===== config.mk =====
export PLATFORM = sky130hd
export DESIGN_NAME = stream_scaler
export DESIGN_NICKNAME = d
export VERILOG_FILES = /design/src/common/scaler_pkg.sv /design/src/logic/pipe_regs.sv /design/src/logic/scaler_cfg.sv /design/src/logic/scale_stage.sv /design/src/logic/offset_sat_stage.sv /design/src/logic/stream_scaler.sv
export SDC_FILE = /design/constraint.sdc
export NUM_CORES = 1
export LEC_CHECK = 0
export BUFFER_PORTS_ARGS = -buffer_cell sky130_fd_sc_hd__buf_2
export CORE_AREA = 2 2 223 225
export DETAILED_ROUTE_END_ITERATION = 16
export DIE_AREA = 0 0 225 227
export GPL_ROUTABILITY_DRIVEN = 1
export PLACE_DENSITY = 0.72
export SYNTH_ARGS = -nofsm -noshare
export SYNTH_HDL_FRONTEND = slang
export SYNTH_SLANG_ARGS = --single-unit

===== constraint.sdc =====
create_clock -name clk -period 19 [get_ports clk]
set_input_delay 0 -clock clk [delete_from_list [all_inputs] [get_ports clk]]
set_output_delay 0 -clock clk [all_outputs]
set_load 0.02 [all_outputs]

===== src/common/scaler_pkg.sv =====
package scaler_pkg;

    // sample and arithmetic widths
    localparam int SAMPLE_W = 16;
    localparam int GAIN_W = 16;
    // shift range is 0 to 15
    localparam int SHIFT_W = 4;
    // full product of sample and gain, no loss
    localparam int PROD_W = SAMPLE_W + GAIN_W;

    // clamp limits for a signed sample
    localparam logic signed [SAMPLE_W-1:0] SAT_MAX = {1'b0, {(SAMPLE_W-1){1'b1}}};
    localparam logic signed [SAMPLE_W-1:0] SAT_MIN = {1'b1, {(SAMPLE_W-1){1'b0}}};

    // configuration port address width
    localparam int CFG_ADDR_W = 2;

    // output reduction mode
    typedef enum logic {
        MODE_WRAP = 1'b0,   // keep the low sample bits
        MODE_SAT  = 1'b1    // clamp to SAT_MIN..SAT_MAX
    } mode_e;

    // configuration register map
    typedef enum logic [CFG_ADDR_W-1:0] {
        CFG_MODE   = 2'd0,
        CFG_GAIN   = 2'd1,
        CFG_SHIFT  = 2'd2,
        CFG_OFFSET = 2'd3
    } cfg_addr_e;

    // beat on the input and output streams
    typedef struct packed {
        logic signed [SAMPLE_W-1:0] data;
        logic                       last;
    } sample_beat_t;

    // beat between the scale and offset stages
    typedef struct packed {
        logic signed [PROD_W-1:0] data;
        logic                     last;
    } scaled_beat_t;

    // settings that steer the datapath
    typedef struct packed {
        mode_e                      mode;
        logic signed [GAIN_W-1:0]   gain;
        logic [SHIFT_W-1:0]         shift;
        logic signed [SAMPLE_W-1:0] offset;
    } cfg_t;

endpackage


===== src/logic/pipe_regs.sv =====
`timescale 1ns/10ps

module pipe_regs #(
    parameter int DATA_WIDTH = 32
) (
    input  logic                  clk,
    input  logic                  rst_n,

    // upstream side
    input  logic                  i_valid,
    output logic                  i_ready,
    input  logic [DATA_WIDTH-1:0] i_data,

    // downstream side
    output logic                  o_valid,
    input  logic                  o_ready,
    output logic [DATA_WIDTH-1:0] o_data
);

    // occupancy of the two registers
    // the skid buffer never holds data while the output register is empty
    typedef enum logic [1:0] {
        EMPTY = 2'd0,   // nothing held
        BUSY  = 2'd1,   // output register holds a beat
        FULL  = 2'd2    // output register and skid buffer both hold a beat
    } pipe_state_e;

    pipe_state_e state;
    pipe_state_e state_next;

    logic [DATA_WIDTH-1:0] skid_data;
    logic [DATA_WIDTH-1:0] out_next;

    logic insert;
    logic remove;
    logic load;
    logic flow;
    logic fill;
    logic flush;
    logic unload;

    // handshakes on each side
    assign insert = i_valid && i_ready;
    assign remove = o_valid && o_ready;

    // empty pipe takes a new beat into the output register
    assign load   = (state == EMPTY) && insert && !remove;
    // new beat replaces the one leaving
    assign flow   = (state == BUSY) && insert && remove;
    // output stalled, new beat parks in the skid buffer
    assign fill   = (state == BUSY) && insert && !remove;
    // skid beat moves up as the output beat leaves
    assign flush  = (state == FULL) && !insert && remove;
    // last beat leaves, pipe goes empty
    assign unload = (state == BUSY) && !insert && remove;

    // at most one transition fires per cycle
    always_comb begin
        state_next = state;
        if (load || flow || flush) begin
            state_next = BUSY;
        end
        if (fill) begin
            state_next = FULL;
        end
        if (unload) begin
            state_next = EMPTY;
        end
    end

    always_ff @(posedge clk) begin
        if (!rst_n) begin
            state <= EMPTY;
        end else begin
            state <= state_next;
        end
    end

    // both control outputs come straight from flops
    always_ff @(posedge clk) begin
        if (!rst_n) begin
            i_ready <= 1'b1;
            o_valid <= 1'b0;
        end else begin
            i_ready <= (state_next != FULL);
            o_valid <= (state_next != EMPTY);
        end
    end

    // flush takes the parked beat, otherwise the incoming one
    assign out_next = flush ? skid_data : i_data;

    // skid buffer, written only on fill
    always_ff @(posedge clk) begin
        if (!rst_n) begin
            skid_data <= '0;
        end else if (fill) begin
            skid_data <= i_data;
        end
    end

    // output register
    always_ff @(posedge clk) begin
        if (!rst_n) begin
            o_data <= '0;
        end else if (load || flow || flush) begin
            o_data <= out_next;
        end
    end

endmodule


===== src/logic/scaler_cfg.sv =====
`timescale 1ns/10ps

module scaler_cfg (
    input  logic                            clk,
    input  logic                            rst_n,

    // write strobe port
    input  logic                            i_cfg_we,
    input  scaler_pkg::cfg_addr_e           i_cfg_addr,
    input  logic [scaler_pkg::SAMPLE_W-1:0] i_cfg_wdata,

    // settings to the datapath
    output scaler_pkg::cfg_t                o_cfg
);

    // one field per address, held until rewritten
    // reset leaves gain 0, shift 0, offset 0 and wrap mode
    always_ff @(posedge clk) begin
        if (!rst_n) begin
            o_cfg <= '0;
        end else if (i_cfg_we) begin
            case (i_cfg_addr)
                scaler_pkg::CFG_MODE: begin
                    // only bit 0 selects the mode
                    o_cfg.mode <= scaler_pkg::mode_e'(i_cfg_wdata[0]);
                end
                scaler_pkg::CFG_GAIN: begin
                    o_cfg.gain <= i_cfg_wdata;
                end
                scaler_pkg::CFG_SHIFT: begin
                    // upper bits dropped, range 0 to 15
                    o_cfg.shift <= i_cfg_wdata[scaler_pkg::SHIFT_W-1:0];
                end
                scaler_pkg::CFG_OFFSET: begin
                    o_cfg.offset <= i_cfg_wdata;
                end
            endcase
        end
    end

endmodule


===== src/logic/scale_stage.sv =====
`timescale 1ns/10ps

module scale_stage (
    input  logic                                  clk,
    input  logic                                  rst_n,

    // upstream stream
    input  logic                                  i_valid,
    output logic                                  o_ready,
    input  scaler_pkg::sample_beat_t              i_beat,

    // settings
    input  logic signed [scaler_pkg::GAIN_W-1:0]  i_gain,
    input  logic [scaler_pkg::SHIFT_W-1:0]        i_shift,

    // downstream stream
    output logic                                  o_valid,
    input  logic                                  i_ready_dn,
    output scaler_pkg::scaled_beat_t              o_beat
);

    logic signed [scaler_pkg::PROD_W-1:0] product;
    logic signed [scaler_pkg::PROD_W-1:0] shifted;
    scaler_pkg::scaled_beat_t              scaled;

    // both operands signed, so the 32-bit product keeps its sign
    assign product = i_beat.data * i_gain;

    // arithmetic shift rounds toward minus infinity
    assign shifted = product >>> i_shift;

    assign scaled.data = shifted;
    assign scaled.last = i_beat.last;

    // one cycle register slice behind the arithmetic
    pipe_regs #(
        .DATA_WIDTH ($bits(scaler_pkg::scaled_beat_t))
    ) u_regs (
        .clk     (clk),
        .rst_n   (rst_n),
        .i_valid (i_valid),
        .i_ready (o_ready),
        .i_data  (scaled),
        .o_valid (o_valid),
        .o_ready (i_ready_dn),
        .o_data  (o_beat)
    );

endmodule


===== src/logic/offset_sat_stage.sv =====
`timescale 1ns/10ps

module offset_sat_stage (
    input  logic                                   clk,
    input  logic                                   rst_n,

    // upstream stream
    input  logic                                   i_valid,
    output logic                                   o_ready,
    input  scaler_pkg::scaled_beat_t               i_beat,

    // settings
    input  logic signed [scaler_pkg::SAMPLE_W-1:0] i_offset,
    input  scaler_pkg::mode_e                      i_mode,

    // downstream stream
    output logic                                   o_valid,
    input  logic                                   i_ready_dn,
    output scaler_pkg::sample_beat_t               o_beat
);

    // one guard bit over the product width
    logic signed [scaler_pkg::PROD_W:0] sum;
    scaler_pkg::sample_beat_t           reduced;

    // signed context, both operands sign-extended to the sum width
    assign sum = i_beat.data + i_offset;

    // reduce to sample width
    always_comb begin
        reduced.last = i_beat.last;
        reduced.data = sum[scaler_pkg::SAMPLE_W-1:0];
        if (i_mode == scaler_pkg::MODE_SAT) begin
            if (sum > scaler_pkg::SAT_MAX) begin
                reduced.data = scaler_pkg::SAT_MAX;
            end else if (sum < scaler_pkg::SAT_MIN) begin
                reduced.data = scaler_pkg::SAT_MIN;
            end
        end
    end

    // output register slice, drives the stream out of the scaler
    pipe_regs #(
        .DATA_WIDTH ($bits(scaler_pkg::sample_beat_t))
    ) u_regs (
        .clk     (clk),
        .rst_n   (rst_n),
        .i_valid (i_valid),
        .i_ready (o_ready),
        .i_data  (reduced),
        .o_valid (o_valid),
        .o_ready (i_ready_dn),
        .o_data  (o_beat)
    );

endmodule


===== src/logic/stream_scaler.sv =====
`timescale 1ns/10ps

module stream_scaler (
    input  logic                            clk,
    input  logic                            rst_n,

    // sample input stream
    input  logic                            i_s_valid,
    output logic                            o_s_ready,
    input  scaler_pkg::sample_beat_t        i_s_beat,

    // sample output stream
    output logic                            o_m_valid,
    input  logic                            i_m_ready,
    output scaler_pkg::sample_beat_t        o_m_beat,

    // configuration writes, only while drained
    input  logic                            i_cfg_we,
    input  scaler_pkg::cfg_addr_e           i_cfg_addr,
    input  logic [scaler_pkg::SAMPLE_W-1:0] i_cfg_wdata
);

    // input slice to scale stage
    logic                     in_valid;
    logic                     in_ready;
    scaler_pkg::sample_beat_t in_beat;

    // scale stage to offset stage
    logic                     scl_valid;
    logic                     scl_ready;
    scaler_pkg::scaled_beat_t scl_beat;

    scaler_pkg::cfg_t         cfg;

    // registers the input so the port sees flop-driven ready
    pipe_regs #(
        .DATA_WIDTH ($bits(scaler_pkg::sample_beat_t))
    ) u_in_regs (
        .clk     (clk),
        .rst_n   (rst_n),
        .i_valid (i_s_valid),
        .i_ready (o_s_ready),
        .i_data  (i_s_beat),
        .o_valid (in_valid),
        .o_ready (in_ready),
        .o_data  (in_beat)
    );

    scaler_cfg u_cfg (
        .clk         (clk),
        .rst_n       (rst_n),
        .i_cfg_we    (i_cfg_we),
        .i_cfg_addr  (i_cfg_addr),
        .i_cfg_wdata (i_cfg_wdata),
        .o_cfg       (cfg)
    );

    // gain and shift
    scale_stage u_scale (
        .clk        (clk),
        .rst_n      (rst_n),
        .i_valid    (in_valid),
        .o_ready    (in_ready),
        .i_beat     (in_beat),
        .i_gain     (cfg.gain),
        .i_shift    (cfg.shift),
        .o_valid    (scl_valid),
        .i_ready_dn (scl_ready),
        .o_beat     (scl_beat)
    );

    // offset and reduction
    offset_sat_stage u_offset_sat (
        .clk        (clk),
        .rst_n      (rst_n),
        .i_valid    (scl_valid),
        .o_ready    (scl_ready),
        .i_beat     (scl_beat),
        .i_offset   (cfg.offset),
        .i_mode     (cfg.mode),
        .o_valid    (o_m_valid),
        .i_ready_dn (i_m_ready),
        .o_beat     (o_m_beat)
    );

endmodule


==> flow_summary.yaml <==
cts:
  clock-sinks: 183
  cts_hold_buffers: 37
  cts_buffers: 17
  root_buffer: "clkbuf_16"
  cts_tree: "done"
  post_cts_buffers: 0
  htree_num_levels: 4
  path_clk_slew_ns: 0.08
  clockBufferDepth: 2
  cts.repair.resized: 0
  clkLatencyLatePin_ns: 0.46
sta:
  worst_slew_pin_slew_ns: 1.04
  fmax_mhz: 122
  slew_viol_final: 0
  slew_headroom: 0.305
  holdWs_ns: 0.0543
  timing.final.crit_share: 0.431
  finalHoldViolations: 0
  setup_tns_ns: 0
  period_needed_ns: 8.19
  setup_violations: 0
  worst_slack_ns: 10.81
  clock_skew_ns: 0.0181
  rsz0062_at_grt: "no"
die:
  die_w_um: 225
  die-area_um2: 51100
  dieHeight_um: 227
  row_count: 81
  fp.coreArea_um2: 48500
  start_util: 0.445
  ios: 59
route:
  finalWirelength_mm: 60.2
  dr.pass1.iters: 6
  first_iter_violations: 1635
  wl_per_cell_um: 18.7
  route.detailed.drc: 0
  antenna_left: 0
  vias: 18910
  viasPerCell: 5.89
synthesis:
  syn_inst: 2592
  ys.flop_type: "dfxtp_1"
  syn_area_per_cell_um2: 8.34
  synthTopCellsByArea: "fa_1, dfxtp_1, ha_1, nand2_1, inv_1"
  syn_nets: 3009
  synth_area_um2: 21600
  yosys_register_bits: 183
  synth_top_area_frac: 0.244
  yosys_warnings: 0
  ys_seq_area_frac: 0.170
  ys_async_sr_fraction: 0
  synth.largest_area_cell: "fa_1"
  synth.distinct_cells: 87
  synth-edff-count: 0
global_routing:
  grt_use_total: 0.243
  grt_first_pass_wirelength_mm: 101
  antenna_found_initial: 0
  met2_usage: 0.391
  grt_use_met1: 0.339
  grt_pass1_vias: 18980
  gr-max-usage-layer: "met2"
  gr-usage-met3: 0.0377
  overflow: 0
  grt_max_degree: 79
worst_setup_path:
  path_max_fanout: 17
  crit_arrival_ns: 8.52
  worst-setup-path-type: "flop to flop"
  endpoint_kind: "flop"
  crit_required_ns: 19.33
  start_kind: "flop"
hold_path:
  min_path_type: "primary input to flop"
final_layout:
  area_growth_syn_to_layout_pct: 7.43
  nNetsFinal: 2993
  drive_gt1_frac: 0.0703
pwr:
  power_density_nw_per_um2: 75.8
  max-vdd-ir-drop_mv: 0.0655
  power.leakage_nw: 10.6
placed_design:
  place_ws_ns: 11.00
  port_buffers: 58
  globalplace.congestion: 0.900
  hpwlAfterDp_mm: 46.9
flow_run:
  max_cap_viol_count: 0
run_status:
  status: "finished, final reports clean"
[registers in the layout (all words and copies together) (netlist names), 2 cells and up]
name and count:
u_in_regs.state 2, u_scale.u_regs.skid_data 33, u_in_regs.skid_data 17, u_cfg.o_cfg 37
u_offset_sat.u_regs.state 2, u_offset_sat.u_regs.skid_data 17, u_in_regs.o_data 17, u_scale.u_regs.o_data 33
u_offset_sat.u_regs.o_data 17, u_scale.u_regs.state 2
[power by group]
group,internal (W),total [W],switching (W)
sequential,0.000442,0.000556,0.000114
clock,0.000178,0.000365,0.000187
combinational,0.000319,0.000839,0.000519
total,0.000939,0.00176,0.000821
[routing by layer]
layer / vias to the layer above / share of wire
met5: - / 0
met4: 0 / 0.025
met3: 109 / 0.061
met2: 710 / 0.46
met1: 9343 / 0.45
li1: 8748 / -
[stage by stage]
| stage | utilization | power (W) | area, um^2 | cells |
|---|---|---|---|---|
| 6_report | 0.478 | 0.00176 | 23200 | 3212 |
| 5_1_grt | 0.478 | 0.00187 | 23200 | 3211 |
| 4_1_cts | 0.478 | 0.00175 | 23200 | 3211 |
| 3_5_place_dp | 0.458 | 0.00137 | 22200 | 3142 |
| 3_3_place_gp | 0.458 | 0.00136 | 22200 | 3142 |
| 2_1_floorplan | - | 0.00113 | 21600 | 2592 |
[cells by family (layout without fill, tap and decap cells)]
kind of cell | Yosys count | after routing | share of synthesized area
AOI/OAI and AO/OA | 589 | 589 | 0.186
xor gates and xnor gates | 54 | 54 | 0.0219
adders and majority gates | 377 | 377 | 0.310
buffers and inverters | 468 | 465 | 0.0834
DFF | 183 | 183 | 0.170
muxes | 68 | 68 | 0.0397
other | 0 | 1 | 0
and+or+nand+nor | 853 | 853 | 0.190
[path summary, 6_finish.rpt]
| path | from | end | slack, ns | cells past startpoint |
|---|---|---|---|---|
| setup / recovery | u_cfg.o_cfg[21]$_SDFFE_PN0P_ | u_scale.u_regs.o_data[17]$_SDFFE_PN0P_ | 10.81 | 21 |
| hold / removal | i_cfg_we | u_cfg.o_cfg[36]$_SDFFE_PN0P_ | 0.05 | 4 |
| setup reg to reg | u_cfg.o_cfg[21]$_SDFFE_PN0P_ | u_scale.u_regs.o_data[17]$_SDFFE_PN0P_ | 10.81 | 21 |
| hold reg to reg | u_scale.u_regs.skid_data[4]$_SDFFE_PN0P_ | u_scale.u_regs.skid_data[4]$_SDFFE_PN0P_ | 0.46 | 2 |
[final cells by class]
cell class	count	area, um^2
clock inverters	15	173
diodes	1	2.50
inverters	318	1190
fillers	4574	25300
multi-input cells	1941	16200
well taps	622	778
repair buffers	115	811
flip-flops and latches	183	3660
clock buffers	17	425
[Yosys cell counts (all sizes together), types with 7 or more instances]
cell type  instances
a211oi            47
nor3b              7
o31ai              9
nand2b            14
and2             140
or3               17
a31oi             26
a21o              25
nand2            349
xnor2             33
mux2i             44
nand3b             8
o221ai            14
nor4              15
o22ai             15
dfxtp            183
a22o              10
nand3             49
clkbuf           121
or2               12
and3              20
fa               263
o21a              21
inv              315
buf               29
nor3              46
nand4             16
mux2              11
ha               114
o21ai            100
a2111oi            7
a31o               8
a22oi             18
mux4              13
and4               8
a211o             15
xor2              21
a21oi            163
nor2             135
o2bb2ai           12
o211ai            17
[layout by cell type (no fill, tap or decap), types with 13 or more instances in the layout]
master and instances:
o211ai_1 16, nand4_1 15, dlygate4sd3_1 37, buf_2 58, o21ai_0 95, fa_1 263, nor3_1 46, o221ai_1 14
nor4_1 14, mux4_2 13, and3_1 20, buf_4 20, inv_1 314, nand2b_1 14, or3_1 17, a22oi_1 18
a21o_1 25, xnor2_1 33, a211o_1 15, ha_1 114, o21a_1 21, nor2_1 135, clkbuf_16 17, a211oi_1 45
xor2_1 21, nand3_1 49, and2_1 139, a31oi_1 26, mux2i_1 44, a21oi_1 162, nand2_1 349, dfxtp_1 183
[critical path, cell delays in order (launching register included)]
cell	delay, ns
dfxtp_1	0.74
nand2_1	0.20
inv_1	0.16
fa_1	0.55
fa_1	0.89
fa_1	0.53
fa_1	0.50
fa_1	0.50
inv_1	0.05
fa_1	0.48
inv_1	0.04
ha_1	0.38
a21oi_1	0.19
o21ai_0	0.30
a21boi_0	0.32
o21ai_0	0.17
mux2_2	0.29
nor4_1	0.59
mux2i_1	0.40
a222oi_1	0.45
o21a_1	0.22
a21oi_1	0.08
No activity file was read; power rests on OpenSTA's default activity.
